$ cat config.mk
export PLATFORM = sky130hd
export DESIGN_NAME = tier_host_ctrl
export DESIGN_NICKNAME = d
export VERILOG_FILES = /design/src/boot_rom_image.svh /design/src/carbon_sys_pkg.sv /design/src/tier_host_ctrl.sv
export SDC_FILE = /design/constraint.sdc
export NUM_CORES = 1
export LEC_CHECK = 0
export ABC_AREA = 0
export BUFFER_PORTS_ARGS = -buffer_cell sky130_fd_sc_hd__buf_4
export CORE_MARGIN = 2
export CORE_UTILIZATION = 40
export CTS_BUF_LIST = sky130_fd_sc_hd__clkbuf_4 sky130_fd_sc_hd__clkbuf_8 sky130_fd_sc_hd__clkbuf_16
export DETAILED_ROUTE_END_ITERATION = 8
export PLACE_DENSITY = 0.92
export SYNTH_ARGS = -nofsm -noshare
export SYNTH_HDL_FRONTEND = slang
export SYNTH_SLANG_ARGS = --single-unit
$ cat constraint.sdc
create_clock -name clk -period 2.4 [get_ports clk]
set_clock_uncertainty 0.05 [all_clocks]
set_input_delay 0.24 -clock clk [delete_from_list [all_inputs] [get_ports clk]]
set_output_delay 0.24 -clock clk [all_outputs]
set_load 0.02 [all_outputs]
$ cat src/boot_rom_image.svh
/* Boot ROM contents as a table of 32-bit words.
   Include inside a module body; both the ROM and the testbench read rom_image. */

// Boot stub occupies the first six words
// Everything past the stub reads as zero
localparam carbon_sys_pkg::word_t rom_image [carbon_sys_pkg::rom_words] = '{
  // Entry jump into the stub
  0: 32'hC001_0F00,
  // Point at the MMIO window
  1: 32'h2000_F000,
  // Signature value to publish
  2: 32'h5A34_0220,
  3: 32'h0000_22A4,
  // Poll loop back to word 2
  4: 32'h3830_0220,
  // Halt
  5: 32'h7600_0000,
  default: '0
};

$ cat src/carbon_sys_pkg.sv
/* Widths, address map, credit count and bus types shared by the Carbon bring-up system.
   Modules and the testbench refer to these by scoped name. */
package carbon_sys_pkg;

  // --------------------
  // Bus widths
  localparam int unsigned addr_w = 32;
  localparam int unsigned data_w = 32;

  typedef logic [data_w-1:0] word_t;

  // Credits held by the master after reset, also the fabric queue depth
  localparam int unsigned req_credits = 2;
  localparam int unsigned q_ptr_w = (req_credits > 1) ? $clog2(req_credits) : 1;
  localparam int unsigned q_cnt_w = $clog2(req_credits + 1);

  // --------------------
  // Address map, 16-bit compatible decode on bits 15:8
  localparam logic [addr_w-1:0] sys16_mask     = 32'h0000_FF00;
  localparam logic [addr_w-1:0] mmio_base      = 32'h0000_F000;
  localparam logic [addr_w-1:0] tier_host_base = 32'h0000_F100;
  localparam logic [addr_w-1:0] rom_base       = 32'h0000_E000;

  // MMIO register offsets
  localparam logic [7:0] mmio_sig_off      = 8'h00;
  localparam logic [7:0] mmio_poweroff_off = 8'h04;

  // Tier host register offsets
  localparam logic [7:0] tier_active_off = 8'h00;
  localparam logic [7:0] tier_halt_off   = 8'h04;
  localparam logic [7:0] tier_run_off    = 8'h08;

  // Memory sizes in words
  localparam int unsigned rom_words = 64;
  localparam int unsigned ram_words = 1024;

  // Hosted cores behind the tier controller
  localparam int unsigned core_count = 4;

  // --------------------
  // Bus types
  typedef struct packed {
    logic              valid;
    logic              write;
    logic [addr_w-1:0] addr;
    word_t             wdata;
  } bus_req_t;

  typedef struct packed {
    logic  valid;
    logic  err;
    word_t rdata;
  } bus_rsp_t;

  // RAM is the default when no base matches
  typedef enum logic [1:0] {
    target_mmio,
    target_tier_host,
    target_rom,
    target_ram
  } target_e;

endpackage

$ cat src/tier_host_ctrl.sv
/* Tier host controller: active tier and core select, per-core halt mask and
   one-cycle run pulses, all written over the system bus. */
`timescale 1ns/1ps

module tier_host_ctrl (
  input  logic                                  clk,
  input  logic                                  rst_n,
  input  carbon_sys_pkg::bus_req_t              bus_req,
  output carbon_sys_pkg::bus_rsp_t              bus_rsp,
  output logic [7:0]                            active_tier,
  output logic [1:0]                            active_core,
  output logic [carbon_sys_pkg::core_count-1:0] halt_req,
  output logic [carbon_sys_pkg::core_count-1:0] run_pulse
);

  logic                 wr_en;
  carbon_sys_pkg::word_t rd_data;

  assign wr_en = bus_req.valid && bus_req.write;

  // Run register always reads back zero
  always_comb begin
    case (bus_req.addr[7:0])
      carbon_sys_pkg::tier_active_off: rd_data = carbon_sys_pkg::word_t'({active_core, active_tier});
      carbon_sys_pkg::tier_halt_off:   rd_data = carbon_sys_pkg::word_t'(halt_req);
      default:                         rd_data = '0;
    endcase
  end

  always_ff @(posedge clk or negedge rst_n) begin
    if (!rst_n) begin
      active_tier <= '0;
      active_core <= '0;
      halt_req    <= '0;
      run_pulse   <= '0;
      bus_rsp     <= '0;
    end else begin
      run_pulse <= '0;
      bus_rsp   <= '{valid: bus_req.valid, err: 1'b0, rdata: bus_req.write ? '0 : rd_data};
      if (wr_en) begin
        case (bus_req.addr[7:0])
          carbon_sys_pkg::tier_active_off: begin
            active_tier <= bus_req.wdata[7:0];
            active_core <= bus_req.wdata[9:8];
          end
          carbon_sys_pkg::tier_halt_off: begin
            halt_req <= bus_req.wdata[carbon_sys_pkg::core_count-1:0];
          end
          carbon_sys_pkg::tier_run_off: begin
            // Releasing a core drops its halt request
            run_pulse <= bus_req.wdata[carbon_sys_pkg::core_count-1:0];
            halt_req  <= halt_req & ~bus_req.wdata[carbon_sys_pkg::core_count-1:0];
          end
          default: begin
          end
        endcase
      end
    end
  end

endmodule
; Word-level counts from Yosys, hierarchy flattened
; Cells that the tools add are included.
[classes]
bitwise_logic = 2
eq_ne = 2
reduce_logical = 5
mux = 5
[op_table]
columns = op, n
row1 = 2-to-1 mux 32 bit, 1
row2 = case mux 10 bit (2 select lines), 1
row3 = == test 8 x 3 -> 1 bit (second input constant), 1
row4 = == test 8 x 4 -> 1 bit (second input constant), 1
row5 = logical NOT 8 bit, 1
row6 = 2-to-1 mux 4 bit, 2
row7 = case mux 4 bit (2 select lines), 1
row8 = AND 4 bit, 1
row9 = inverter 4 bit, 1
row10 = AND reduction 2 bit, 2
row11 = nonzero test 2 bit, 1
row12 = logical AND 1 bit, 1
[word_totals]
output_inout_bits = 52
inputBits = 68
register_bits = 51

; Depth between registers and ports, before layout
[logic_depth]
ltp_word = 3
depth_mapped = 5
ltp_nobuf = 4

; Least setup slack after synthesis
; Ideal clock, no wire load.
[synth_path]
path_type = input port to flip-flop
startpoint = input bus_req[33] (netlist name)
endpoint = register active_core[0]
setup_slack_ns = 0.679
arrival_ns = 1.546
t_required_ns = 2.225
n_path_buf = 0
setup_ns = 0.125
stages = 4
path_cell_list = nor4_4 nand3b_4 nor3_4 mux2_2
[synth_via]
elab_chain_cells = 2
[synth_lines]
columns = item, line_no
row1 = start: declaration, tier_host_ctrl.sv:8  ; input carbon_sys_pkg::bus_req_t bus_req,
row2 = logical NOT 8 bit, tier_host_ctrl.sv:41  ; case (bus_req.addr[7:0])
row3 = AND reduction 2 bit (no source line), --
row4 = end signal: assignment, tier_host_ctrl.sv:44  ; active_core <= bus_req.wdata[9:8];
row5 = end: declaration, tier_host_ctrl.sv:11  ; output logic [1:0] active_core,
; Every way passes these cells.
; A chain may end at the register's enable or synchronous reset.

; Final worst setup path
[layout_path]
startpoint = input bus_req[65] (netlist name)
endpoint = register active_tier[4]
[layout_via]
elab_chain_cells = 2
[layout_lines]
columns = item, line_no
row1 = logical AND 1 bit, tier_host_ctrl.sv:19  ; assign wr_en = bus_req.valid && bus_req.write;
row2 = AND reduction 2 bit (no source line), --
row3 = end signal: assignment, tier_host_ctrl.sv:43  ; active_tier <= bus_req.wdata[7:0];
row4 = end: declaration, tier_host_ctrl.sv:10  ; output logic [7:0] active_tier,
; Every way passes these cells.

==> impl_metrics.json <==
{
  "p_leak_nw": 0.978,
  "path_buf_inv": 3,
  "port-buffer-count": 50,
  "grt_use_total_pct": 15.4,
  "reg2reg_depth": 3,
  "hold_depth": 2,
  "hold_path_class": "input port to flip-flop",
  "slew_violations": 0,
  "rrSetupSlack_ps": 1430,
  "drc": 0,
  "cp.required_ps": 2560,
  "setup_slack_ps": 722,
  "vias": 1006,
  "yosys_warnings": 0,
  "slowest_stage": "dlygate4sd3_1",
  "synth_area_um2": 1370,
  "ios": 120,
  "max-vdd-ir-drop_v": 0.000209,
  "cp-end-kind": "flip-flop",
  "crit_cells": 6,
  "total_power_mw": 0.926,
  "fmax_mhz": 596,
  "antenna_found_initial": 0,
  "post-route-period-util_pct": 69.9,
  "status": "completed",
  "cap_violations": 0,
  "die-area_um2": 3910,
  "drtPass1Iterations": 4,
  "vias_per_cell": 4.66,
  "htreeDepth": 2,
  "initial_utilization_pct": 41.4,
  "fin_area_um2": 1790,
  "drt_iter0_drc": 35,
  "postSynthCellCount": 113,
  "clock-sinks": 29,
  "rsz0062_at_grt": "false",
  "layout_min_cycle_time_ps": 1680,
  "cts_buffers": 5,
  "cts_resized": 0,
  "clk_path_buf_depth": 2,
  "placed_area_um2": 1710,
  "ys_seq_elements": 29,
  "area_growth_pct": 30.7,
  "path_common_cell": "buf_4",
  "synth_top_area_share_pct": 53.0,
  "drt_wl_total_um": 2790,
  "worstPathArrival_ps": 1840,
  "die_w_um": 62.5,
  "layout.nets": 238,
  "clk_latency_ps": 320,
  "synthTopCellsByArea": "dfrtp_1, buf_4, mux2_2",
  "post_cts_buffers": 0,
  "ys_seq_area_share_pct": 53.0,
  "grt_pass1_wl_um": 4600,
  "synth.distinct_cells": 23,
  "dpl.hpwl_um": 2070,
  "worstPathCellList": "dlygate4sd3_1 -> buf_4 -> nand2_1 -> nor3_4 -> buf_4 -> mux2_2",
  "antennaDiodeCount": 0,
  "final_cell_mix": "buf_4, dfrtp_1, conb_1, mux2_2, and2_1",
  "grt-ovfl-total": 0,
  "tns_ps": 0,
  "setup_viol": 0,
  "ant_nets": 0,
  "path_class": "input port to flip-flop",
  "hold_viol_final": 0,
  "cts_root_buf": "clkbuf_4",
  "startpoint_type": "input port",
  "die-height_um": 62.5,
  "cts_tree": "yes",
  "coreArea_um2": 3310,
  "path_clk_slew_ps": 80,
  "crit_fanout": 8,
  "rows": 21,
  "grt_pass1_vias": 982,
  "power.density_nw_per_um2": 517,
  "yosysTopAreaCell": "dfrtp_1",
  "final_cells": 216,
  "place_ws_ps": 407,
  "drive_above_1_share_pct": 42.4,
  "gp_congestion": 0.735,
  "crit_family": "buffers and inverters",
  "syn_avg_cell_area_um2": 12.1,
  "hold_buffers": 2,
  "dpl.cell_count": 207,
  "tightest_slew_ps": 518,
  "slowest_delay_ps": 530,
  "final_common_cell": "buf_4",
  "route.detailed.wl_per_inst_um": 12.9,
  "grt_max_degree": 30,
  "relSlewSlack_pct": 65.2
}
cell type report:
type	count	area, µm²
fillers	305	1520
multi-input cells	81	546
clock buffers	7	58.8
well taps	46	57.6
repair buffers	53	403
flip-flops and latches	29	726
synth_stat cells, drive strengths merged:
master and count:
a211oi 3, a31oi 3, and2 9, and3 2
and4b 1, buf 24, clkbuf 1, conb 1
dfrtp 29, mux2 10, mux2i 5, nand2 1
nand2b 2, nand3 3, nand3b 1, nor2 8
nor3 3, nor3b 3, nor4 1, o21ba 1
o31ai 2
routing by layer:
metal  GRT usage (%)  vias up  wire length (µm)
met2            25.7       53              1450
met4            9.17        0                74
met5               0        -                 0
met1            17.2      487              1050
li1                -      459                 -
met3            4.86        7               224
flip-flops by register name (all words and copies together), names as in the netlist:
register / cells
active_core: 2
active_tier: 8
bus_rsp: 11
halt_req: 4
run_pulse: 4
cell families (layout without fill, tap and decap cells):
logic type             after synthesis  count (layout)  synth area share [%]
other                                1              23                 0.274
AND/OR/NAND/NOR                     34              34                  16.8
flip-flops                          29              29                  53.0
multiplexers                        15              15                  11.9
buffers and inverters               25              60                  13.2
AO/OA/AOI/OAI                        9               9                  4.84
final timing paths:
kind                           startpoint        endpoint
setup / recovery              bus_req[65]  active_tier[4]
hold / removal                 bus_req[2]     halt_req[2]
setup reg to reg              halt_req[0]     halt_req[0]
hold reg to reg            active_core[0]      bus_rsp[8]
max in group asynchronous           rst_n    run_pulse[3]
min in group asynchronous           rst_n  active_tier[1]
report_power, final:
group	leakage, nW	internal (mW)	switching [mW]
Clock	0.0348	0.149	0.153
Combinational	0.541	0.0455	0.0789
Sequential	0.402	0.495	0.00478
Total	0.978	0.690	0.237
metrics by stage:
step	utilization, %	hold slack, ps
4_1_cts	54.1	54.0
2_1_floorplan	-	-106
5_1_grt	54.1	71.4
3_3_place_gp	51.7	131
3_5_place_dp	51.7	132
6_report	54.1	71.7
No activity file was read; power rests on OpenSTA's default activity.
