==> src/boot_rom_image.svh <==
/* Boot ROM contents as a table of 32-bit words.
   Include inside a module body; both the ROM and the testbench read rom_image. */

// Boot stub occupies the first six words
// Everything past the stub reads as zero
localparam carbon_sys_pkg::word_t rom_image [carbon_sys_pkg::rom_words] = '{
  // Entry jump into the stub
  0: 32'hC001_0F00,
  // Point at the MMIO window
  1: 32'h2000_F000,
  // Signature value to publish
  2: 32'h5A34_0220,
  3: 32'h0000_22A4,
  // Poll loop back to word 2
  4: 32'h3830_0220,
  // Halt
  5: 32'h7600_0000,
  default: '0
};

==> src/carbon_sys_pkg.sv <==
/* Widths, address map, credit count and bus types shared by the Carbon bring-up system.
   Modules and the testbench refer to these by scoped name. */
package carbon_sys_pkg;

  // --------------------
  // Bus widths
  localparam int unsigned addr_w = 32;
  localparam int unsigned data_w = 32;

  typedef logic [data_w-1:0] word_t;

  // Credits held by the master after reset, also the fabric queue depth
  localparam int unsigned req_credits = 2;
  localparam int unsigned q_ptr_w = (req_credits > 1) ? $clog2(req_credits) : 1;
  localparam int unsigned q_cnt_w = $clog2(req_credits + 1);

  // --------------------
  // Address map, 16-bit compatible decode on bits 15:8
  localparam logic [addr_w-1:0] sys16_mask     = 32'h0000_FF00;
  localparam logic [addr_w-1:0] mmio_base      = 32'h0000_F000;
  localparam logic [addr_w-1:0] tier_host_base = 32'h0000_F100;
  localparam logic [addr_w-1:0] rom_base       = 32'h0000_E000;

  // MMIO register offsets
  localparam logic [7:0] mmio_sig_off      = 8'h00;
  localparam logic [7:0] mmio_poweroff_off = 8'h04;

  // Tier host register offsets
  localparam logic [7:0] tier_active_off = 8'h00;
  localparam logic [7:0] tier_halt_off   = 8'h04;
  localparam logic [7:0] tier_run_off    = 8'h08;

  // Memory sizes in words
  localparam int unsigned rom_words = 64;
  localparam int unsigned ram_words = 1024;

  // Hosted cores behind the tier controller
  localparam int unsigned core_count = 4;

  // --------------------
  // Bus types
  typedef struct packed {
    logic              valid;
    logic              write;
    logic [addr_w-1:0] addr;
    word_t             wdata;
  } bus_req_t;

  typedef struct packed {
    logic  valid;
    logic  err;
    word_t rdata;
  } bus_rsp_t;

  // RAM is the default when no base matches
  typedef enum logic [1:0] {
    target_mmio,
    target_tier_host,
    target_rom,
    target_ram
  } target_e;

endpackage

==> src/sys_fabric.sv <==
/* Request fabric: queues master requests, returns credits, decodes each address
   and routes it to one target, then selects the matching response in order. */
`timescale 1ns/1ps

module sys_fabric (
  input  logic                     clk,
  input  logic                     rst_n,
  input  carbon_sys_pkg::bus_req_t req,
  output logic                     credit,
  output carbon_sys_pkg::bus_rsp_t rsp,
  output carbon_sys_pkg::bus_req_t mmio_req,
  output carbon_sys_pkg::bus_req_t tier_req,
  output carbon_sys_pkg::bus_req_t rom_req,
  output carbon_sys_pkg::bus_req_t ram_req,
  input  carbon_sys_pkg::bus_rsp_t mmio_rsp,
  input  carbon_sys_pkg::bus_rsp_t tier_rsp,
  input  carbon_sys_pkg::bus_rsp_t rom_rsp,
  input  carbon_sys_pkg::bus_rsp_t ram_rsp
);

  typedef logic [carbon_sys_pkg::q_ptr_w-1:0] ptr_t;
  typedef logic [carbon_sys_pkg::q_cnt_w-1:0] cnt_t;

  carbon_sys_pkg::bus_req_t q_mem [carbon_sys_pkg::req_credits];
  ptr_t                     wr_ptr;
  ptr_t                     rd_ptr;
  cnt_t                     count;
  logic                     pop;
  carbon_sys_pkg::bus_req_t head;
  carbon_sys_pkg::target_e  head_tgt;
  carbon_sys_pkg::bus_req_t issue_req;
  carbon_sys_pkg::target_e  issue_tgt;
  carbon_sys_pkg::target_e  rsp_tgt;

  function automatic ptr_t next_ptr(input ptr_t p);
    return (p == ptr_t'(carbon_sys_pkg::req_credits - 1)) ? '0 : p + 1'b1;
  endfunction

  function automatic logic base_hit(input logic [carbon_sys_pkg::addr_w-1:0] addr,
                                    input logic [carbon_sys_pkg::addr_w-1:0] base);
    return (addr & carbon_sys_pkg::sys16_mask) == (base & carbon_sys_pkg::sys16_mask);
  endfunction

  function automatic carbon_sys_pkg::bus_req_t route(input carbon_sys_pkg::bus_req_t r,
                                                     input logic sel);
    carbon_sys_pkg::bus_req_t o;
    o = r;
    o.valid = r.valid && sel;
    return o;
  endfunction

  // --------------------
  // Request queue
  // The master never holds more credits than free entries, so no full check
  always_ff @(posedge clk) begin
    if (req.valid) begin
      q_mem[wr_ptr] <= req;
    end
  end

  assign pop  = (count != '0);
  assign head = q_mem[rd_ptr];

  always_ff @(posedge clk or negedge rst_n) begin
    if (!rst_n) begin
      wr_ptr <= '0;
      rd_ptr <= '0;
      count  <= '0;
    end else begin
      if (req.valid) begin
        wr_ptr <= next_ptr(wr_ptr);
      end
      if (pop) begin
        rd_ptr <= next_ptr(rd_ptr);
      end
      count <= count + cnt_t'(req.valid) - cnt_t'(pop);
    end
  end

  // --------------------
  // Decode of the head entry, upper 16 address bits ignored
  always_comb begin
    if (base_hit(head.addr, carbon_sys_pkg::mmio_base)) begin
      head_tgt = carbon_sys_pkg::target_mmio;
    end else if (base_hit(head.addr, carbon_sys_pkg::tier_host_base)) begin
      head_tgt = carbon_sys_pkg::target_tier_host;
    end else if (base_hit(head.addr, carbon_sys_pkg::rom_base)) begin
      head_tgt = carbon_sys_pkg::target_rom;
    end else begin
      head_tgt = carbon_sys_pkg::target_ram;
    end
  end

  // Issue stage, one entry per cycle; credit returns as the entry leaves
  always_ff @(posedge clk or negedge rst_n) begin
    if (!rst_n) begin
      issue_req <= '0;
      issue_tgt <= carbon_sys_pkg::target_ram;
      rsp_tgt   <= carbon_sys_pkg::target_ram;
      credit    <= 1'b0;
    end else begin
      issue_req <= '{valid: pop, write: head.write, addr: head.addr, wdata: head.wdata};
      issue_tgt <= head_tgt;
      rsp_tgt   <= issue_tgt;
      credit    <= pop;
    end
  end

  assign mmio_req = route(issue_req, issue_tgt == carbon_sys_pkg::target_mmio);
  assign tier_req = route(issue_req, issue_tgt == carbon_sys_pkg::target_tier_host);
  assign rom_req  = route(issue_req, issue_tgt == carbon_sys_pkg::target_rom);
  assign ram_req  = route(issue_req, issue_tgt == carbon_sys_pkg::target_ram);

  // Targets answer one cycle after issue, rsp_tgt lines up with that cycle
  always_comb begin
    case (rsp_tgt)
      carbon_sys_pkg::target_mmio:      rsp = mmio_rsp;
      carbon_sys_pkg::target_tier_host: rsp = tier_rsp;
      carbon_sys_pkg::target_rom:       rsp = rom_rsp;
      default:                          rsp = ram_rsp;
    endcase
  end

endmodule

==> config.mk <==
export PLATFORM = sky130hd
export DESIGN_NAME = sys_fabric
export DESIGN_NICKNAME = d
export VERILOG_FILES = /design/src/boot_rom_image.svh /design/src/carbon_sys_pkg.sv /design/src/sys_fabric.sv
export SDC_FILE = /design/constraint.sdc
export NUM_CORES = 1
export LEC_CHECK = 0
export BUFFER_PORTS_ARGS = -buffer_cell sky130_fd_sc_hd__buf_2
export CAP_MARGIN = 20
export CORE_AREA = 2 2 194 196
export CTS_CLUSTER_SIZE = 40
export DETAILED_ROUTE_END_ITERATION = 10
export DIE_AREA = 0 0 196 198
export GPL_TIMING_DRIVEN = 0
export MAX_ROUTING_LAYER = met4
export SLEW_MARGIN = 5
export SYNTH_ARGS = -nofsm -noshare
export SYNTH_HDL_FRONTEND = slang
export SYNTH_SLANG_ARGS = --single-unit
==> constraint.sdc <==
create_clock -name clk -period 3.7 [get_ports clk]
set_input_delay 0.185 -clock clk [delete_from_list [all_inputs] [get_ports clk]]
set_output_delay 0.185 -clock clk [all_outputs]
set_load 0.05 [all_outputs]
; Word level (Yosys, flattened, before mapping)
; Memory sizes are Yosys's and may differ from the RTL's.
; Index checks and enable logic that the tools add are counted.
[totals]
register_bits = 74
elab_cells = 37
ramBits = 132
out_inout_bits = 299
in_bits = 204
mem_count = 1
[classes]
n_reduce_logical = 7
n_mux = 8
n_addsub = 4
n_eq_ne = 8
[mem_list]
columns = memory, depth, width, read_ports, rd_clocked_by_memory_dff, write_ports, line_no
row1 = q_mem, 2, 66, 1, 0, 1, sys_fabric.sv:24  ; carbon_sys_pkg::bus_req_t q_mem [carbon_sys_pkg::req_credits];
[op_table]
columns = operator, count
row1 = $pmux W34 S3, 1
row2 = $eq A8 B8 Y1 const B, 3
row3 = $eq A2 B2 Y1 const B, 3
row4 = $mux W1, 5
row5 = $eq A2 B1 Y1 const B, 2
row6 = $logic_and A1 B1 Y1, 4
row7 = $logic_not A2 Y1, 2
row8 = $mux W2, 2
row9 = $add A1 B1 Y1 const B, 2
row10 = $add A2 B1 Y2, 1
row11 = $reduce_bool A2 Y1, 1
row12 = $sub A2 B1 Y2, 1

; Depth between registers and ports, before layout
; An unclocked memory read counts as a cell.
[depth]
ltp_word = 5
depth_mapped = 4
ltp_nobuf = 3

; Least setup slack after synthesis
; Ideal clock, no wire load.
[synth_path]
kind = register to register
from = register wr_ptr
to = memory q_mem[0][0] (netlist bit) (enable)
path_buffers = 0
path_stages_with_launch = 2
t_required_ns = 3.204
setup_slack_ns = -0.087
setup_ns = 0.496
arrival_ns = 3.291
period_less_slack_ns = 3.787
path_cell_list = dfrtp_1 -> nor2b_1
[synth_lines]
columns = item, line_no
row1 = start: declaration, sys_fabric.sv:25  ; ptr_t wr_ptr;
row2 = start signal: assignment, sys_fabric.sv:71  ; wr_ptr <= next_ptr(wr_ptr);
row3 = end: declaration, sys_fabric.sv:24
; Straight into the memory's write port.

==> impl_metrics.toml <==
[yosys]
ys.warnings.count = 0
synth.most_common_cell = "buf_4"
syn_area_sq_um = 9032
netlist.area_leader.share_pct = 43.22
synth_nets = 739
synth_common_cells = "buf_4, edfxtp_1, dfrtp_1"
avgSynthCellArea_sq_um = 16.91
async_flop_share_pct = 36.27
ys_ff_latch = 204
synth-seq-area-share_pct = 63.78
yosysTopAreaCell = "edfxtp_1"
syn_inst = 534
synthDistinctLibCells = 28
synth_flop_cell = "edfxtp_1"
yosys-top-cells-area = "edfxtp_1, dfrtp_1, buf_4"
synth_edf_count = 130

[critical_path]
critPathRequiredTime_ns = 3.51
critPathMaxFanout = 10
crit_top_cell = "buf_2"
slowest_delay_ns = 0.51
worstSetupStartpointType = "flop"
crit_arrival_ns = 2.31
slowest_stage = "dfstp_2"
crit_buf_inv = 3
worst_setup_path_end_kind = "output port"
critical_path_class = "flop to output port"
critical-path-top-delay-family = "buffers and inverters"
crit_cells = 4
worstPathCellList = "clkbuf_1 -> buf_2 -> mux4_2 -> buf_2"
worstRegToRegCells = 2

[clocking]
cts_buffers = 24
cts_tree = "built"
post_cts_buffers = 0
cts-resized-gates = 0
clk_latency_ns = 0.51
clockBufferDepth = 3
clk_pin_slew_worst_paths_ns = 0.06
cts-root-buf = "clkbuf_16"
htreeDepth = 1
clock-sinks = 204

[route]
dr.pass1.iters = 4
wl_per_cell_microns = 17.23
drt_iter0_markers = 182
route.vias.total = 6414
via_per_inst = 3.930
drc = 0
ant_nets = 0
wirelength_microns = 28130

[sta]
period_minus_slack_ns = 2.494
max_freq_mhz = 401.0
report.final.slew_viol_count = 0
setup_violations = 0
skew_ns = 0.01406
final_hold_viol_count = 0
tightest_slew_ns = 0.6082
rsz0062_at_grt = "false"
post-route-period-util_pct = 67.40
relSlewSlack_pct = 58.88

[floorplanning]
core_sq_um = 36960
die_h_microns = 198
start_util_pct = 24.44
io_pins = 503
dieArea_sq_um = 38810
rows = 71
die-width_microns = 196

[power]
power_density_nw_per_um2 = 1005
power_switching_mw = 6.957
fin_total_pwr_mw = 13.82
clockPowerShare_pct = 16.9
p_leak_nw = 6.421
power.internal_mw = 6.867
power.share.sequential_pct = 25.6
p_sw_share_pct = 50.32
p_comb_share_pct = 57.6
peakVddDrop_mv = 0.6503

[layout]
area.sequential_sq_um = 5761
drive_above_1_share_pct = 74.57
nFillCells = 3595
syn_to_final_growth_pct = 52.32
multi_input_area_sq_um = 1669
fin_util_pct = 37.23
fin_nets = 1339

[global_route]
antenna_found_initial = 7
grt_usage_pct = 13.94
grt_pass1_vias = 6407
grt_pass1_wl_microns = 39010
grt_max_degree = 49
overflow = 0

[run_status]
status = "complete, no violations"

[placement]
hpwlAfterDp_microns = 21640
io_buffers = 502
place_congestion = 0.8579

[worst_hold_path]
hold_class = "primary input to asynchronous set/reset pin"

[flow_run]
drv_cap = 0
per-layer routing:
metal	wire length [microns]	track usage [%]	share of wire (%)
met5	0	-	0
met4	768	5.135	2.7
met3	1878	2.759	6.7
met2	15240	25.78	54
met1	10240	14.72	36
state kept, by name, indices dropped and copies added (netlist names):
name       cells
count          2
issue_req      1
issue_tgt      2
mmio_req      65
q_mem        130
rd_ptr         1
rsp_tgt        2
wr_ptr         1
final timing paths:
kind                                    from            to  slack [ns]
worst max-delay path              rsp_tgt[1]       rsp[28]        1.21
worst min-delay path                   rst_n  mmio_req[22]        0.15
worst max register to register        wr_ptr  q_mem[1][55]        2.07
worst min register to register  issue_tgt[0]    rsp_tgt[0]        0.39
max in group asynchronous              rst_n        rd_ptr        2.91
min in group clk                     req[11]  q_mem[1][11]        0.39
power groups by stage:
stage | sequential, mW | clock [mW] | combinational [mW]
final | 3.53 | 2.33 | 7.96
after global routing | 3.62 | 2.51 | 8.28
after CTS | 3.56 | 2.44 | 8.04
after detailed placement | 3.59 | 0 | 7.97
after global placement | 3.61 | 0 | 7.87
after floorplan | 4.47 | 0 | 5.32
per-stage QoR:
| step | area (sq um) | worst slack, ns | instances | TNS, ns | hold WS (ns) |
|---|---|---|---|---|---|
| 4_1_cts | 13740 | 1.123 | 1626 | 0 | 0.1416 |
| 2_1_floorplan | 9035 | 1.172 | 534 | 0 | -0.1106 |
| 3_5_place_dp | 12270 | 1.709 | 1515 | 0 | 0.1584 |
| 3_3_place_gp | 12140 | -0.3807 | 1510 | -27.66 | 0.3742 |
| 5_1_grt | 13760 | 1.093 | 1632 | 0 | 0.1663 |
| 6_report | 13760 | 1.206 | 1632 | 0 | 0.1539 |
cells in the final DEF (no fill, tap or decap), types with 2 or more instances in the layout:
cell | Yosys | layout
buf_2 | 8 | 509
buf_4 | 195 | 196
edfxtp_1 | 130 | 130
dfrtp_1 | 70 | 70
dlygate4sd3_1 | 0 | 67
mux2_2 | 64 | 64
mux4_2 | 30 | 30
clkbuf_16 | 0 | 26
diode_2 | 0 | 6
buf_12 | 3 | 5
clkinv_2 | 0 | 5
buf_6 | 4 | 4
mux4_1 | 4 | 4
clkinv_4 | 0 | 4
dfstp_2 | 4 | 4
clkbuf_1 | 1 | 3
buf_16 | 0 | 3
nand2_1 | 2 | 2
nand4b_1 | 2 | 2
xor2_1 | 2 | 2
clkbuf_8 | 0 | 2
clkinv_1 | 0 | 2
what timing repair did:
action,CTS,global route
endpoints found under the hold margin,159,0
setup endpoints to repair,0,0
hold buffers,67,0
kinds of logic after synthesis:
logic type | count (synthesis) | synth area share (%)
compound gates | 2 | 0.1385
xor+xnor | 3 | 0.2910
fa+ha+maj | 1 | 0.1385
buf+inv | 211 | 17.86
flops | 204 | 63.78
mux | 99 | 16.79
simple gates | 14 | 1.011
cell type report:
class	count	area share, %
well taps	474	4.311
plain buffers	211	11.72
diodes	6	0.1091
clock buffers	30	4.984
clock inverters	14	0.8276
multi-input cells	119	12.13
flip-flops and latches	204	41.87
repair buffers	574	24.05
Note: power is estimated with default switching activity, not from simulation.
