<file path="src/boot_rom_image.svh">
/* Boot ROM contents as a table of 32-bit words.
   Include inside a module body; both the ROM and the testbench read rom_image. */

// Boot stub occupies the first six words
// Everything past the stub reads as zero
localparam carbon_sys_pkg::word_t rom_image [carbon_sys_pkg::rom_words] = '{
  // Entry jump into the stub
  0: 32'hC001_0F00,
  // Point at the MMIO window
  1: 32'h2000_F000,
  // Signature value to publish
  2: 32'h5A34_0220,
  3: 32'h0000_22A4,
  // Poll loop back to word 2
  4: 32'h3830_0220,
  // Halt
  5: 32'h7600_0000,
  default: '0
};

</file>
<file path="src/carbon_sys_pkg.sv">
/* Widths, address map, credit count and bus types shared by the Carbon bring-up system.
   Modules and the testbench refer to these by scoped name. */
package carbon_sys_pkg;

  // --------------------
  // Bus widths
  localparam int unsigned addr_w = 32;
  localparam int unsigned data_w = 32;

  typedef logic [data_w-1:0] word_t;

  // Credits held by the master after reset, also the fabric queue depth
  localparam int unsigned req_credits = 2;
  localparam int unsigned q_ptr_w = (req_credits > 1) ? $clog2(req_credits) : 1;
  localparam int unsigned q_cnt_w = $clog2(req_credits + 1);

  // --------------------
  // Address map, 16-bit compatible decode on bits 15:8
  localparam logic [addr_w-1:0] sys16_mask     = 32'h0000_FF00;
  localparam logic [addr_w-1:0] mmio_base      = 32'h0000_F000;
  localparam logic [addr_w-1:0] tier_host_base = 32'h0000_F100;
  localparam logic [addr_w-1:0] rom_base       = 32'h0000_E000;

  // MMIO register offsets
  localparam logic [7:0] mmio_sig_off      = 8'h00;
  localparam logic [7:0] mmio_poweroff_off = 8'h04;

  // Tier host register offsets
  localparam logic [7:0] tier_active_off = 8'h00;
  localparam logic [7:0] tier_halt_off   = 8'h04;
  localparam logic [7:0] tier_run_off    = 8'h08;

  // Memory sizes in words
  localparam int unsigned rom_words = 64;
  localparam int unsigned ram_words = 1024;

  // Hosted cores behind the tier controller
  localparam int unsigned core_count = 4;

  // --------------------
  // Bus types
  typedef struct packed {
    logic              valid;
    logic              write;
    logic [addr_w-1:0] addr;
    word_t             wdata;
  } bus_req_t;

  typedef struct packed {
    logic  valid;
    logic  err;
    word_t rdata;
  } bus_rsp_t;

  // RAM is the default when no base matches
  typedef enum logic [1:0] {
    target_mmio,
    target_tier_host,
    target_rom,
    target_ram
  } target_e;

endpackage

</file>
<file path="src/boot_rom.sv">
/* Boot ROM target, contents fixed by the included image table.
   Reads take word index bits 7:2; writes leave the contents and answer with err. */
`timescale 1ns/1ps

module boot_rom (
  input  logic                     clk,
  input  logic                     rst_n,
  input  carbon_sys_pkg::bus_req_t bus_req,
  output carbon_sys_pkg::bus_rsp_t bus_rsp
);

  `include "boot_rom_image.svh"

  logic [5:0] word_idx;

  assign word_idx = bus_req.addr[7:2];

  always_ff @(posedge clk or negedge rst_n) begin
    if (!rst_n) begin
      bus_rsp <= '0;
    end else begin
      bus_rsp.valid <= bus_req.valid;
      bus_rsp.err   <= bus_req.valid && bus_req.write;
      bus_rsp.rdata <= bus_req.write ? '0 : rom_image[word_idx];
    end
  end

endmodule

</file>
<file path="config.mk">
export PLATFORM = sky130hd
export DESIGN_NAME = boot_rom
export DESIGN_NICKNAME = d
export VERILOG_FILES = /design/src/carbon_sys_pkg.sv /design/src/boot_rom.sv
export VERILOG_INCLUDE_DIRS = /design/src
export SDC_FILE = /design/constraint.sdc
export NUM_CORES = 1
export LEC_CHECK = 0
export ABC_CLOCK_PERIOD_IN_PS = 800
export BUFFER_PORTS_ARGS = -buffer_cell sky130_fd_sc_hd__buf_2
export CAP_MARGIN = 40
export CORE_UTILIZATION = 25
export DETAILED_ROUTE_END_ITERATION = 10
export MAX_ROUTING_LAYER = met4
export PLACE_DENSITY = 0.7
export SYNTH_ARGS = -nofsm -noshare
export SYNTH_HDL_FRONTEND = slang
export SYNTH_SLANG_ARGS = --single-unit
</file>
<file path="constraint.sdc">
create_clock -name clk -period 0.8 [get_ports clk]
set_input_delay 0.16 -clock clk [delete_from_list [all_inputs] [get_ports clk]]
set_output_delay 0.16 -clock clk [all_outputs]
set_load 0.03 [all_outputs]
</file>
Yosys cells after proc, flatten, opt, wreduce, memory -nomap -nowiden:

Memory sizes are Yosys's and may differ from the RTL's.
Index checks and enable logic that the tools add are counted.

* bits in latches: 0
* register bits after elaboration: 34
* output and inout port bits: 34
* bits in writable memories: 0
* memory bits (read-only): 2048
* memories: 1
* bits of input ports: 68
* word-level logic and storage cells: 10

* divide/modulo/power cells: 0
* reductions and logical operators: 1
* eq/ne operators: 0
* mux-type cells: 3
* multiply operators: 0
* add/sub/neg operators: 0
* magnitude comparators: 1
* bitwise logic cells: 1
* shift-type cells: 0

Memory list
* (no name shown): depth 64, bits a word 32, rd ports 1, clocked after memory_dff 0, write ports 0, line boot_rom.sv:24 `bus_rsp.rdata <= bus_req.write ? '0 : rom_image[word_idx];`

Operators by type and width (count)
* 32-bit two-way mux: 3
* 7-bit >= comparator, second input constant: 1
* 6-bit inverter with 7-bit output: 1
* 1-bit logical AND: 1

Longest topological paths before layout:

Gate-level depths: netlist (run 1).

* word-level depth: 5
* mapped depth: 3
* gate-level depth less buffers: 2

Worst setup path before layout (run 1):

No wires, ideal clock.

* path type: input to register
* from: in bus_req[37] in the netlist's numbering
* to: reg bus_rsp[18] in the netlist's numbering
* setup slack: -260 ps
* library setup time: 80 ps
* arrival time: 980 ps
* required time: 720 ps
* stages: 3
* buffers on the path: 1
* path through: or4_4 > buf_6 > nor3_2

* cells in the longest elaborated chain, start to end: 5

Ends and longest elaborated chain
* start, declared: line boot_rom.sv:8 `input carbon_sys_pkg::bus_req_t bus_req,`
* 6-bit inverter with 7-bit output (not written as such): line boot_rom.sv:24
* memory 64 x 32 bit
* 32-bit two-way mux (not written as such) (2 in series): line boot_rom.sv:24
* 32-bit two-way mux: line boot_rom.sv:24
* end, declared: line boot_rom.sv:9 `output carbon_sys_pkg::bus_rsp_t bus_rsp`

Every way passes these cells. The select of a mux whose other input is x is not followed.

==> results of run 1 <==
cell usage in the layout, fill, tap and decap left out, types with 2 or more instances in the layout:
master and count:
a21oi_2 4, dlygate4sd3_1 2, or4_4 2, or3b_2 2
or2_2 2, dfrtp_1 11, conb_1 10, buf_2 7
nor3_2 5, clkbuf_4 3, buf_6 21, nand2b_1 3
dfrtp_2 4, buf_4 11
power by group:
group	switching (mW)	internal [mW]	total [mW]
combinational	0.175	0.0961	0.271
sequential	0.00630	0.769	0.775
clock	0.226	0.193	0.419
total	0.408	1.06	1.47
layout make-up:
| class | count | area, um2 |
|---|---|---|
| fillers | 262 | 1520 |
| flip-flops and latches | 15 | 380 |
| repair buffers | 41 | 374 |
| multi-input cells | 35 | 245 |
| well taps | 30 | 37.5 |
| clock buffers | 4 | 26.3 |
| inverters | 1 | 3.75 |
cell families after synthesis:
kind of cell,Yosys count,synth area share
buffers and inverters,23,0.234
and+or+nand+nor,18,0.188
AOI/OAI and AO/OA,6,0.0457
other,1,0.00527
DFF,15,0.527
layer usage:
| metal | vias to the layer above | global-route usage | share of wire |
|---|---|---|---|
| met2 | 39 | 0.167 | 0.48 |
| met5 | - | - | 0 |
| li1 | 243 | - | - |
| met1 | 259 | 0.115 | 0.42 |
| met4 | 0 | 0.0536 | 0.0071 |
| met3 | 2 | 0.0328 | 0.092 |
worst max-delay path by stage:
stage                     startpoint                    end  depth (start not counted)
3_5_place_dp             bus_req[64]  bus_rsp[27]$_DFF_PN0_                          3
5_1_grt        bus_rsp[16]$_DFF_PN0_             bus_rsp[8]                          1
6_report       bus_rsp[16]$_DFF_PN0_            bus_rsp[11]                          1
3_3_place_gp             bus_req[64]  bus_rsp[27]$_DFF_PN0_                          3
2_1_floorplan            bus_req[64]  bus_rsp[25]$_DFF_PN0_                          3
4_1_cts        bus_rsp[16]$_DFF_PN0_            bus_rsp[16]                          1
timing repair:
action | CTS | global route
hold endpoints to repair | 16 | 0
hold buffers | 2 | 0
cloned | 1 | 0
gates resized for setup | 46 | 12
pin swaps | 1 | 0
setup endpoints to repair | 37 | 27
cell usage after synthesis (2+ instances only):
master,count,area (um2)
dfrtp_1,15,375
a21oi_1,5,25.0
or2_2,2,12.5
nor3_2,4,40.0
buf_4,19,143
nand2b_1,3,18.8
or3b_2,2,17.5
stage by stage:
stage	instances	setup TNS (ps)	area [um2]	hold WS (ps)	setup WS, ps
after floorplan	72	-2710	785	-136	-225
after global placement	119	-4280	836	65.1	-385
after detailed placement	119	-4630	836	75.3	-418
after CTS	126	-4980	1050	139	-253
after global routing	126	-5560	1070	149	-278
final	126	-4710	1070	147	-241
==> impl_metrics.yaml, run 1 <==
status:
  status: "complete, but fails checks"
  violations: "negative setup slack"
timing:
  fmax_mhz: 961
  rsz0062_at_grt: "yes"
  finalCritPeriodShare: 1.30
  fin_ws_ps: -241
  min_period_ps: 1040
  maxSlewViolCount: 0
  hold_viol_final: 0
  final-setup-viol-count: 27
min_path:
  worstHoldStart: "bus_req[64]"
  hp-class: "in2reg"
  holdPathEnd: "bus_rsp[32]$_DFF_PN0_"
  whs_path_depth: 2
routing:
  vias_per_cell: 4.31
  dr.pass1.iters: 2
  num_vias: 543
  antenna_left: 0
  drc: 0
  drt_iter0_markers: 2
  wl_um: 1420
  routedWlPerCell_um: 11.3
floorplan:
  die_width_um: 55.4
  num_rows: 18
  die-area_um2: 3070
  ios: 102
  start_util: 0.275
  design.core.area_um2: 2590
  die_h_um: 55.4
clocking:
  h-tree-depth: 1
  cts_tree: "yes"
  clock_path_buffers: 2
  root_buffer: "clkbuf_4"
  clock_sinks: 15
  cts_setup_buffers: 0
  cts_buffers: 3
  clkTransAtPathRegs_ps: 80
setup_path:
  crit_path_max_fanout: 5
  required_ps: 640
  cp_top_family: "flip-flops"
  path_cells: "buf_4"
  cp.arrival_ps: 880
  startpoint_type: "register"
  cpPeakStageDelay_ps: 440
  worstSetupPathType: "reg2out"
  cp-end-kind: "output pin"
  slowest_stage: "dfrtp_2"
  cp_num_buf_inv: 1
power:
  fin_total_pwr_mw: 1.47
  ir_worst_vdd_v: 0.000614
  p_leak_nw: 0.516
  power_density_nw_per_um2: 1370
final_layout:
  regMostFlops: "bus_rsp"
  drive_above_1_share: 0.656
  area_growth_pct: 49.9
  antenna_cells: 0
  fin_nets: 165
  largest_reg_flops: 15
  fin_util: 0.412
  top_regs: "bus_rsp: 15 flops"
job:
  max_cap_violations: 0
global_route:
  antenna_found_initial: 0
  grt_usage: 0.104
  grt_overflow: 0
  grt_max_degree: 16
  grt_pass1_vias: 523
  grt_pass1_wl_um: 2350
logic_synthesis:
  async_flop_share: 1.00
  ys_types: 20
  yosys_warnings: 0
  seq_area_frac_synth: 0.527
  postSynthAreaPerCell_um2: 11.3
  synth_area_um2: 712
  synth_edf_count: 0
  netlist_instances: 63
  synth_ff_type: "dfrtp_1"
  synth_seq_cells: 15
place:
  hpwl_um: 971
  io_buffers: 33
  gp_congestion: 0.778
Power figures use the tool's default switching activity.
==> inputs of run 2 (changes only) <==
--- a/config.mk
+++ b/config.mk
@@ -13,6 +13,7 @@
 export DETAILED_ROUTE_END_ITERATION = 10
 export MAX_ROUTING_LAYER = met4
 export PLACE_DENSITY = 0.7
+export REMOVE_ABC_BUFFERS = 1
 export SYNTH_ARGS = -nofsm -noshare
 export SYNTH_HDL_FRONTEND = slang
 export SYNTH_SLANG_ARGS = --single-unit
==> impl_metrics.yaml, run 2 (synthesis results as in run 1) <==
floorplan:
  die_width_um: 55.4
  design.core.area_um2: 2590
  num_rows: 18
  start_util: 0.275
  die-area_um2: 3070
  ios: 102
  die_h_um: 55.4
setup_path:
  worstSetupPathType: "reg2out"
  cp_top_family: "flip-flops"
  cpPeakStageDelay_ps: 460
  cp-end-kind: "output pin"
  path_cells: "buf_6"
  cp_num_buf_inv: 1
  cp.arrival_ps: 900
  crit_path_max_fanout: 5
  required_ps: 640
  slowest_stage: "dfrtp_2"
  startpoint_type: "register"
timing:
  maxSlewViolCount: 0
  rsz0062_at_grt: "yes"
  finalCritPeriodShare: 1.32
  fin_ws_ps: -259
  hold_viol_final: 0
  final-setup-viol-count: 30
  min_period_ps: 1060
  fmax_mhz: 944
routing:
  dr.pass1.iters: 2
  vias_per_cell: 4.27
  wl_um: 1450
  drt_iter0_markers: 2
  num_vias: 534
  routedWlPerCell_um: 11.6
  antenna_left: 0
  drc: 0
power:
  power_density_nw_per_um2: 1360
  ir_worst_vdd_v: 0.000755
  p_leak_nw: 0.524
  fin_total_pwr_mw: 1.46
global_route:
  grt_max_degree: 16
  grt_overflow: 0
  grt.met3_usage: 0.0351
  antenna_found_initial: 0
  grt_use_met1: 0.127
  grt_pass1_wl_um: 2320
  grt_pass1_vias: 481
  grt_usage: 0.106
  top_usage_layer: "met2"
  grt_util_met2: 0.153
final_layout:
  final_common_cell: "buf_6"
  antenna_cells: 0
  multiInputGateArea_um2: 244
  layout_common_cells: "buf_6 (26), dfrtp_1 (14), conb_1 (10)"
  area_growth_pct: 50.8
  nFillCells: 247
  largest_reg_flops: 15
  regMostFlops: "bus_rsp"
  stdcell_area_um2: 1070
  fin_util: 0.414
  fin_nets: 164
  top_regs: "bus_rsp: 15 flops"
  drive_above_1_share: 0.600
  seqCellArea_um2: 377
job:
  max_cap_violations: 0
status:
  violations: "negative setup slack"
  status: "complete, but fails checks"
clocking:
  h-tree-depth: 1
  cts_setup_buffers: 0
  clkTransAtPathRegs_ps: 80
  clock_sinks: 15
  root_buffer: "clkbuf_4"
  cts_buffers: 3
  clock_path_buffers: 2
  cts_tree: "yes"
place:
  gp_congestion: 0.734
  dp_slack_ps: -472
  io_buffers: 33
  hpwl_um: 895
  placed_area_um2: 823
min_path:
  hp-class: "in2reg"
==> run 2: metal layers <==
| metal | vias up | wire (um) | share of wire |
|---|---|---|---|
| met4 | 0 | 37 | 0.025 |
| met1 | 246 | 662 | 0.46 |
| met2 | 41 | 595 | 0.41 |
| met3 | 4 | 158 | 0.11 |
| met5 | - | 0 | 0 |
| li1 | 243 | - | - |
==> run 2: final timing paths <==
| path | from | end | cells after the start |
|---|---|---|---|
| worst max-delay path | bus_rsp[16]$_DFF_PN0_ | bus_rsp[11] | 1 |
| worst min-delay path | bus_req[64] | bus_rsp[32]$_DFF_PN0_ | 2 |
| max in group asynchronous | rst_n | bus_rsp[16]$_DFF_PN0_ | 2 |
| min in group asynchronous | rst_n | bus_rsp[9]$_DFF_PN0_ | 2 |
==> run 2: through the flow <==
step	hold WS, ps	instances	setup TNS, ps
after global routing	92.3	125	-6080
after detailed placement	81.1	118	-4690
after floorplan	-136	50	-6270
final	102	125	-4920
after global placement	68.7	118	-4330
after CTS	98.1	125	-5240
==> run 2: what timing repair did <==
item                                    in CTS  in global routing
hold buffers                                 2                  0
hold endpoints to repair                    16                  0
endpoints found under the setup margin      37                 31
gates cloned                                 1                  0
pin swaps                                    5                  2
resized for setup                           49                  9
==> run 2: power breakdown <==
group / internal, mW / leakage [nW] / switching [mW]
registers: 0.769 / 0.204 / 0.00674
logic: 0.0938 / 0.306 / 0.173
clock network: 0.193 / 0.0150 / 0.225
total: 1.06 / 0.524 / 0.405
==> run 2: final cells by class <==
cell class / count / share of cell area
Inverter: 1 / 0.00350
Clock buffer: 4 / 0.0245
Tap cell: 30 / 0.0350
Multi-Input combinational cell: 35 / 0.227
Sequential cell: 15 / 0.351
Timing Repair Buffer: 40 / 0.359
