`config.mk`:
```
export PLATFORM = sky130hd
export DESIGN_NAME = mmio_regs
export DESIGN_NICKNAME = d
export VERILOG_FILES = /design/src/boot_rom_image.svh /design/src/carbon_sys_pkg.sv /design/src/mmio_regs.sv
export SDC_FILE = /design/constraint.sdc
export NUM_CORES = 1
export LEC_CHECK = 0
export ABC_AREA = 0
export BUFFER_PORTS_ARGS = -buffer_cell sky130_fd_sc_hd__buf_2
export CORE_ASPECT_RATIO = 0.9
export CORE_UTILIZATION = 34
export DETAILED_ROUTE_END_ITERATION = 10
export PLACE_DENSITY_LB_ADDON = 0.1
export SYNTH_ARGS = -nofsm -noshare
export SYNTH_HDL_FRONTEND = slang
export SYNTH_SLANG_ARGS = --single-unit
```
`constraint.sdc`:
```
create_clock -name clk -period 1.7 [get_ports clk]
set_input_delay 0.085 -clock clk [delete_from_list [all_inputs] [get_ports clk]]
set_output_delay 0.085 -clock clk [all_outputs]
set_load 0.03 [all_outputs]
```
`src/boot_rom_image.svh`:
```
/* Boot ROM contents as a table of 32-bit words.
   Include inside a module body; both the ROM and the testbench read rom_image. */

// Boot stub occupies the first six words
// Everything past the stub reads as zero
localparam carbon_sys_pkg::word_t rom_image [carbon_sys_pkg::rom_words] = '{
  // Entry jump into the stub
  0: 32'hC001_0F00,
  // Point at the MMIO window
  1: 32'h2000_F000,
  // Signature value to publish
  2: 32'h5A34_0220,
  3: 32'h0000_22A4,
  // Poll loop back to word 2
  4: 32'h3830_0220,
  // Halt
  5: 32'h7600_0000,
  default: '0
};

```
`src/carbon_sys_pkg.sv`:
```
/* Widths, address map, credit count and bus types shared by the Carbon bring-up system.
   Modules and the testbench refer to these by scoped name. */
package carbon_sys_pkg;

  // --------------------
  // Bus widths
  localparam int unsigned addr_w = 32;
  localparam int unsigned data_w = 32;

  typedef logic [data_w-1:0] word_t;

  // Credits held by the master after reset, also the fabric queue depth
  localparam int unsigned req_credits = 2;
  localparam int unsigned q_ptr_w = (req_credits > 1) ? $clog2(req_credits) : 1;
  localparam int unsigned q_cnt_w = $clog2(req_credits + 1);

  // --------------------
  // Address map, 16-bit compatible decode on bits 15:8
  localparam logic [addr_w-1:0] sys16_mask     = 32'h0000_FF00;
  localparam logic [addr_w-1:0] mmio_base      = 32'h0000_F000;
  localparam logic [addr_w-1:0] tier_host_base = 32'h0000_F100;
  localparam logic [addr_w-1:0] rom_base       = 32'h0000_E000;

  // MMIO register offsets
  localparam logic [7:0] mmio_sig_off      = 8'h00;
  localparam logic [7:0] mmio_poweroff_off = 8'h04;

  // Tier host register offsets
  localparam logic [7:0] tier_active_off = 8'h00;
  localparam logic [7:0] tier_halt_off   = 8'h04;
  localparam logic [7:0] tier_run_off    = 8'h08;

  // Memory sizes in words
  localparam int unsigned rom_words = 64;
  localparam int unsigned ram_words = 1024;

  // Hosted cores behind the tier controller
  localparam int unsigned core_count = 4;

  // --------------------
  // Bus types
  typedef struct packed {
    logic              valid;
    logic              write;
    logic [addr_w-1:0] addr;
    word_t             wdata;
  } bus_req_t;

  typedef struct packed {
    logic  valid;
    logic  err;
    word_t rdata;
  } bus_rsp_t;

  // RAM is the default when no base matches
  typedef enum logic [1:0] {
    target_mmio,
    target_tier_host,
    target_rom,
    target_ram
  } target_e;

endpackage

```
`src/mmio_regs.sv`:
```
/* System MMIO block: a read/write signature word and a sticky power-off bit.
   Undefined offsets read as zero. */
`timescale 1ns/1ps

module mmio_regs (
  input  logic                     clk,
  input  logic                     rst_n,
  input  carbon_sys_pkg::bus_req_t bus_req,
  output carbon_sys_pkg::bus_rsp_t bus_rsp,
  output carbon_sys_pkg::word_t    signature,
  output logic                     poweroff
);

  logic                  wr_en;
  carbon_sys_pkg::word_t rd_data;

  assign wr_en = bus_req.valid && bus_req.write;

  always_comb begin
    case (bus_req.addr[7:0])
      carbon_sys_pkg::mmio_sig_off:      rd_data = signature;
      carbon_sys_pkg::mmio_poweroff_off: rd_data = carbon_sys_pkg::word_t'(poweroff);
      default:                           rd_data = '0;
    endcase
  end

  always_ff @(posedge clk or negedge rst_n) begin
    if (!rst_n) begin
      signature <= '0;
      poweroff  <= 1'b0;
      bus_rsp   <= '0;
    end else begin
      bus_rsp <= '{valid: bus_req.valid, err: 1'b0, rdata: bus_req.write ? '0 : rd_data};
      if (wr_en && bus_req.addr[7:0] == carbon_sys_pkg::mmio_sig_off) begin
        signature <= bus_req.wdata;
      end
      // Only a 1 is taken, the bit holds until reset
      if (wr_en && bus_req.addr[7:0] == carbon_sys_pkg::mmio_poweroff_off &&
          bus_req.wdata[0]) begin
        poweroff <= 1'b1;
      end
    end
  end

endmodule

```
## Yosys cells after proc, flatten, opt, wreduce, memory -nomap -nowiden

Index checks and enable logic that the tools add are counted.

| word-level totals | value |
|---|---|
| word-level logic and storage cells | 12 |
| memories | 0 |
| register bits | 66 |
| output and inout bits | 67 |
| bits in latches | 0 |
| memory bits (read-only) | 0 |
| RAM bits | 0 |

| cells by class | value |
|---|---|
| bitwise gates (word level) | 0 |
| magnitude comparators | 0 |
| div/mod/pow operators | 0 |
| shift operators | 0 |
| add/sub/neg operators | 0 |
| reductions and logical operators | 5 |
| muxes and demuxes | 2 |
| equality and inequality tests | 1 |
| multipliers | 0 |

Operators with widths:

| cell | count |
|---|---|
| 32-bit one-hot mux with 2 select lines | 1 |
| 32-bit 2-to-1 mux | 1 |
| 8-bit by 3-bit equality test with 1-bit output (second input constant) | 1 |
| 8-bit logical NOT | 1 |
| 1-bit logical AND | 4 |

## Logic depth before layout (Yosys ltp)

Gate-level depths: netlist of the first run.

| logic depth | value |
|---|---|
| depth in word-level cells | 3 |
| mapped depth | 4 |
| depth with buffers taken out | 3 |

## Worst setup path before layout of the first run

OpenSTA, ideal clock, no wires.

| timing path | value |
|---|---|
| path type | input to register |
| start | input bus_req[39] in the netlist's numbering |
| end | register signature[10] |
| slack | 0.485 ns |
| arrival | 1.090 ns |
| library setup time | 0.125 ns |
| cell stages on the path | 4 |
| cells stage by stage | nor4_4 nand4_2 buf_6 mux2_4 |

| on the way | value |
|---|---|
| word-level cells in the longest chain between the ends | 2 |

RTL lines:

| what | RTL line | source |
|---|---|---|
| from (decl) | mmio_regs.sv:8 | `input carbon_sys_pkg::bus_req_t bus_req,` |
| 8-bit logical NOT | mmio_regs.sv:34 | `if (wr_en && bus_req.addr[7:0] == carbon_sys_pkg::mmio_sig_off) begin` |
| 1-bit logical AND | mmio_regs.sv:34 |  |
| to (signal assigned) | mmio_regs.sv:35 | `signature <= bus_req.wdata;` |
| to (decl) | mmio_regs.sv:10 | `output carbon_sys_pkg::word_t signature,` |

No other way between the ends.
A chain may end at the register's enable or synchronous reset.

## Worst setup path in the final report of the first run

| timing path | value |
|---|---|
| start | input bus_req[65] in the netlist's numbering |
| end | register signature[31] |

| on the way | value |
|---|---|
| word-level cells in the longest chain between the ends | 2 |

RTL lines:

| what | RTL line | source |
|---|---|---|
| 1-bit logical AND | mmio_regs.sv:17 | `assign wr_en = bus_req.valid && bus_req.write;` |
| 1-bit logical AND | mmio_regs.sv:34 |  |

No other way between the ends.

==> impl_metrics.tcl, run 1 <==
set metrics [dict create \
    post_drt_wl_per_cell_microns 12.94 \
    drt-initial-drc-count 26 \
    period_minus_slack_ns 1.523 \
    synth_nets 215 \
    cts_resized 0 \
    core_area_sq_um 7039 \
    area_growth_pct 49.85 \
    diodes 0 \
    skew_ns 0.007004 \
    antenna_found_initial 0 \
    p_leak_nw 2.152 \
    grt_pass1_vias 1606 \
    synth_top_cell_area_share_pct 67.01 \
    clkTransAtPathRegs_ns 0.07 \
    crit_fanout 21 \
    ys_seq_area_share_pct 67.01 \
    fin_area_sq_um 3694 \
    regToRegEndpoint "signature[7]$_DFFE_PN0P_" \
    drive_above_1_share_pct 54.25 \
    timing.critical_path.from "bus_req[65]" \
    die_h_microns 82.78 \
    cts.sinks 66 \
    fill_cells 628 \
    cts_tree "built" \
    ff2ff_setup_slack_ns 0.91 \
    nNetsFinal 369 \
    p_per_area_nw_per_um2 867.7 \
    ios 135 \
    place_hpwl_microns 3217 \
    start_util_pct 35.02 \
    final_cells 399 \
    placed_cell_area_sq_um 3141 \
    grt_use_total_pct 14.42 \
    final_common_cell "buf_2" \
    synth.largest_area_cell "dfrtp_1" \
    grt_pass1_wl_microns 7997 \
    placed_cells 348 \
    fin_setup_tns_ns 0 \
    wl_microns 5163 \
    place_ws_ns 0.2410 \
    fmax_ghz 0.6566 \
    setup_ws_ns 0.1770 \
    final_cell_mix "buf_2, dfrtp_1, dlygate4sd3_1" \
    grt_overflow 0 \
    yosys_warnings 0 \
    timing.rr.start "signature[7]$_DFFE_PN0P_" \
    syn_inst 147 \
    setup_viol 0 \
    cp-end-kind "register" \
    rsz0062_at_grt "no" \
    avgSynthCellArea_sq_um 16.77 \
    worstPathRequired_ns 1.92 \
    synth.cell_area_sq_um 2465 \
    vias 1664 \
    cp_data_arrival_time_ns 1.74 \
    finalMaxSlewViolations 0 \
    portBuffers 109 \
    period_share_pct 89.59 \
    clockBufferDepth 2 \
    yosysUniqueCellTypes 17 \
    cts-root-buf "clkbuf_8" \
    reg2reg_depth 1 \
    viasPerCell 4.170 \
    finish.utilization_pct 52.47 \
    grt_start_max_net_pins 67 \
    power_mw 3.205 \
    ir_drop_v 0.0005081 \
    ant_nets 0 \
    clk_latency_ns 0.34 \
    maxCapViolCount 0 \
    min_path_type "input pin to register" \
    status "complete, no violations" \
    timing.hold.ws_ns 0.04108 \
    path_class "input pin to register" \
    finalHoldViolCount 0 \
    drt_pre_antenna_iters 4 \
    startpoint_type "input pin" \
    synth.ff_latch_count 66 \
    die_x_microns 91.75 \
    drc 0 \
    yosys-top-cells-area "dfrtp_1, mux2_4, and2_1" \
    die_area_sq_um 7595 \
    gp_congestion 0.6648 \
    htreeDepth 3 \
    cp-endpoint "signature[31]$_DFFE_PN0P_" \
    cts_buffers 9 \
    num_rows 29 \
]
==> worst min-delay path by stage <==
stage                      startpoint                        to  depth (start not counted)
after global routing      bus_req[34]      poweroff$_DFFE_PN0P_                          3
after CTS                 bus_req[34]      poweroff$_DFFE_PN0P_                          3
after floorplan                 rst_n      bus_rsp[0]$_DFF_PN0_                          0
final                     bus_req[34]      poweroff$_DFFE_PN0P_                          3
after global placement          rst_n  signature[4]$_DFFE_PN0P_                          2
after detailed placement        rst_n  signature[4]$_DFFE_PN0P_                          2
==> repair_timing <==
item / 4_1_cts / 5_1_grt
endpoints found under the hold margin: 100 / 0
buffers inserted: 0 / 0
hold buffers: 35 / 0
==> report_power, final <==
part	internal [mW]	switching [mW]	total (mW)	leakage (nW)
clock network	0.719	0.612	1.33	0.103
logic	0.139	0.128	0.267	1.13
registers	1.59	0.0147	1.61	0.917
==> registers in the layout (all words and copies together), names as in the netlist <==
name	cells
poweroff	1
bus_rsp	33
signature	32
==> critical path, stage by stage <==
cell and delay, ns:
dlygate4sd3_1 0.53, buf_2 0.13, nor2b_1 0.15, nand4_4 0.09, buf_4 0.37, mux2_2 0.38
==> area by class of cell <==
class | instances | area [sq um] | share of cell area, %
Tap cell | 93 | 116.4 | 3.150
Clock buffer | 10 | 137.6 | 3.726
Timing Repair Buffer | 150 | 953.4 | 25.81
Clock inverter | 6 | 65.06 | 1.762
Sequential cell | 66 | 1652 | 44.72
Multi-Input combinational cell | 74 | 769.5 | 20.83
==> routing by layer <==
layer	track usage [%]	wire length (microns)
met5	0	0
met4	6.094	80
met3	6.284	375
met2	23.08	2297
met1	17.23	2409
==> kinds of logic (layout without fill, tap and decap cells) <==
kind of cell    Yosys count  after routing  synth area share (%)
simple gates             39             39                 10.81
compound gates            1              1                0.3047
flops                    66             66                 67.00
other cells               1              1                0.1521
buf+inv                   7            166                 2.132
mux                      33             33                 19.59
==> cell usage after synthesis <==
| cell | number |
|---|---|
| nor3_1 | 2 |
| nor2b_1 | 1 |
| dfrtp_1 | 66 |
| nor4_4 | 1 |
| mux2_4 | 30 |
| nand4_2 | 1 |
| nand4_1 | 1 |
| mux2_2 | 2 |
| buf_4 | 1 |
| o21bai_1 | 1 |
| and4bb_2 | 1 |
| nand2_1 | 1 |
| clkbuf_1 | 3 |
| conb_1 | 1 |
| and2_1 | 31 |
| mux2i_1 | 1 |
| buf_6 | 3 |
(Power assumes the default switching activity.)
==> inputs of run 2 (changes only) <==
--- a/config.mk
+++ b/config.mk
@@ -8,6 +8,7 @@
 export ABC_AREA = 0
 export BUFFER_PORTS_ARGS = -buffer_cell sky130_fd_sc_hd__buf_2
 export CORE_ASPECT_RATIO = 0.9
+export CORE_MARGIN = 3
 export CORE_UTILIZATION = 34
 export DETAILED_ROUTE_END_ITERATION = 10
 export PLACE_DENSITY_LB_ADDON = 0.1
==> run 2 against run 1 <==
  * Sequential cell count is the same
  * Combinational power is essentially flat
  * Setup slack gained 0.079 ns
  * Hold slack gained 0.013 ns
==> impl_metrics.tcl, run 2 (synthesized netlist as in run 1, its figures left out) <==
set metrics [dict create \
    status "complete, no violations" \
    grt_pass1_vias 1813 \
    cp_data_arrival_time_ns 1.66 \
    cts_setup_buffers 0 \
    cp-end-kind "register" \
    clkTransAtPathRegs_ns 0.07 \
    largest_reg_flops 33 \
    timing.rr.start "signature[24]$_DFFE_PN0P_" \
    gp_congestion 0.6857 \
    drc 0 \
    antenna_found_initial 0 \
    place_ws_ns 0.2730 \
    ios 135 \
    die_area_sq_um 8309 \
    viasPerCell 4.223 \
    setup_ws_ns 0.2557 \
    worstPathRequired_ns 1.92 \
    post_drt_wl_per_cell_microns 13.77 \
    diodes 0 \
    finalMaxSlewViolations 0 \
    skew_ns 0.004947 \
    clockBufferDepth 2 \
    path_class "input pin to register" \
    ant_nets 0 \
    crit_chain "dlygate4sd3_1 > buf_2 > nor2b_1 > nand4_2 > buf_4 > mux2_2" \
    htreeDepth 3 \
    fill_cells 603 \
    cp_num_buf_inv 3 \
    place_hpwl_microns 3598 \
    period_share_pct 84.96 \
    final_common_cell "buf_2" \
    wl_microns 5426 \
    drive_above_1_share_pct 53.62 \
    reg2reg_depth 1 \
    vias 1664 \
    portBuffers 109 \
    cp_top_family "buffers and inverters" \
    cts.sinks 66 \
    crit_cells 6 \
    regMostFlops "bus_rsp" \
    final_cells 394 \
    grt_use_total_pct 13.98 \
    ff2ff_setup_slack_ns 0.91 \
    grt_start_max_net_pins 67 \
    cts-root-buf "clkbuf_8" \
    grt_overflow 0 \
    fmax_ghz 0.6924 \
    cp-endpoint "signature[0]$_DFFE_PN0P_" \
    start_util_pct 36.27 \
    final_cell_mix "buf_2, dfrtp_1, dlygate4sd3_1" \
    num_rows 28 \
    crit_fanout 16 \
    largestRegisters "bus_rsp (33), signature (32), poweroff (1)" \
    min_path_type "input pin to register" \
    drt-initial-drc-count 31 \
    nNetsFinal 367 \
    p_per_area_nw_per_um2 823.8 \
    ir_drop_v 0.0004490 \
    rsz0062_at_grt "no" \
    grt_pass1_wl_microns 8700 \
    maxCapViolCount 0 \
    p_leak_nw 2.129 \
    power_mw 3.005 \
    timing.hold.ws_ns 0.05420 \
    cts_tree "built" \
    core_area_sq_um 6797 \
    startpoint_type "input pin" \
    drt_pre_antenna_iters 3 \
    clk_latency_ns 0.33 \
    area_growth_pct 47.97 \
    slowest_delay_ns 0.54 \
    period_minus_slack_ns 1.444 \
    setup_viol 0 \
    die_h_microns 86.78 \
    regToRegEndpoint "signature[24]$_DFFE_PN0P_" \
    cts_buffers 9 \
    placed_cells 343 \
    timing.critical_path.from "bus_req[65]" \
    finalHoldViolCount 0 \
    fin_setup_tns_ns 0 \
    die_x_microns 95.75 \
    crit_slowest_cell "dlygate4sd3_1" \
]
## run 2: report_power, final
part	internal (mW)	switching [mW]	total [mW]
Sequential	1.59	0.0155	1.61
Combinational	0.138	0.128	0.266
Clock	0.561	0.570	1.13
## run 2: cell type report
type | instances | area [sq um] | share of cell area [%]
well taps | 90 | 112.6 | 3.087
repair buffers | 148 | 950.9 | 26.07
multi-input cells | 74 | 760.7 | 20.86
flip-flops and latches | 66 | 1652 | 45.28
clock buffers | 11 | 141.4 | 3.877
clock inverters | 5 | 30.03 | 0.8233
## run 2: worst min path at each step
stage,depth (start not counted),start,endpoint
final,3,bus_req[34],poweroff$_DFFE_PN0P_
after global routing,3,bus_req[34],poweroff$_DFFE_PN0P_
after CTS,4,bus_req[32],bus_rsp[0]$_DFF_PN0_
after detailed placement,2,rst_n,bus_rsp[18]$_DFF_PN0_
after floorplan,0,rst_n,bus_rsp[0]$_DFF_PN0_
after global placement,2,rst_n,bus_rsp[18]$_DFF_PN0_
## run 2: metrics by stage
stage / area (sq um) / utilization (%)
after floorplan: 2465 / -
after global placement: 3126 / 45.99
after detailed placement: 3126 / 45.99
after CTS: 3647 / 53.66
after global routing: 3647 / 53.66
final: 3647 / 53.66
## run 2: timing repair
item | in CTS | in global routing
hold buffers | 35 | 0
resized for setup | 0 | 0
endpoints found under the hold margin | 100 | 0
## run 2: worst min-delay path: cells and delay by family
kind	cells	cell delay, ns
compound gates	1	0.06
buf+inv	1	0.13
simple gates	1	0.07
## run 2: routing by layer
metal	track usage, %	routed length, microns	vias to the layer above
met5	0	0	-
met4	5.685	60	0
met3	5.295	452	9
met2	23.30	2718	70
met1	16.13	2195	796
li1	-	-	789
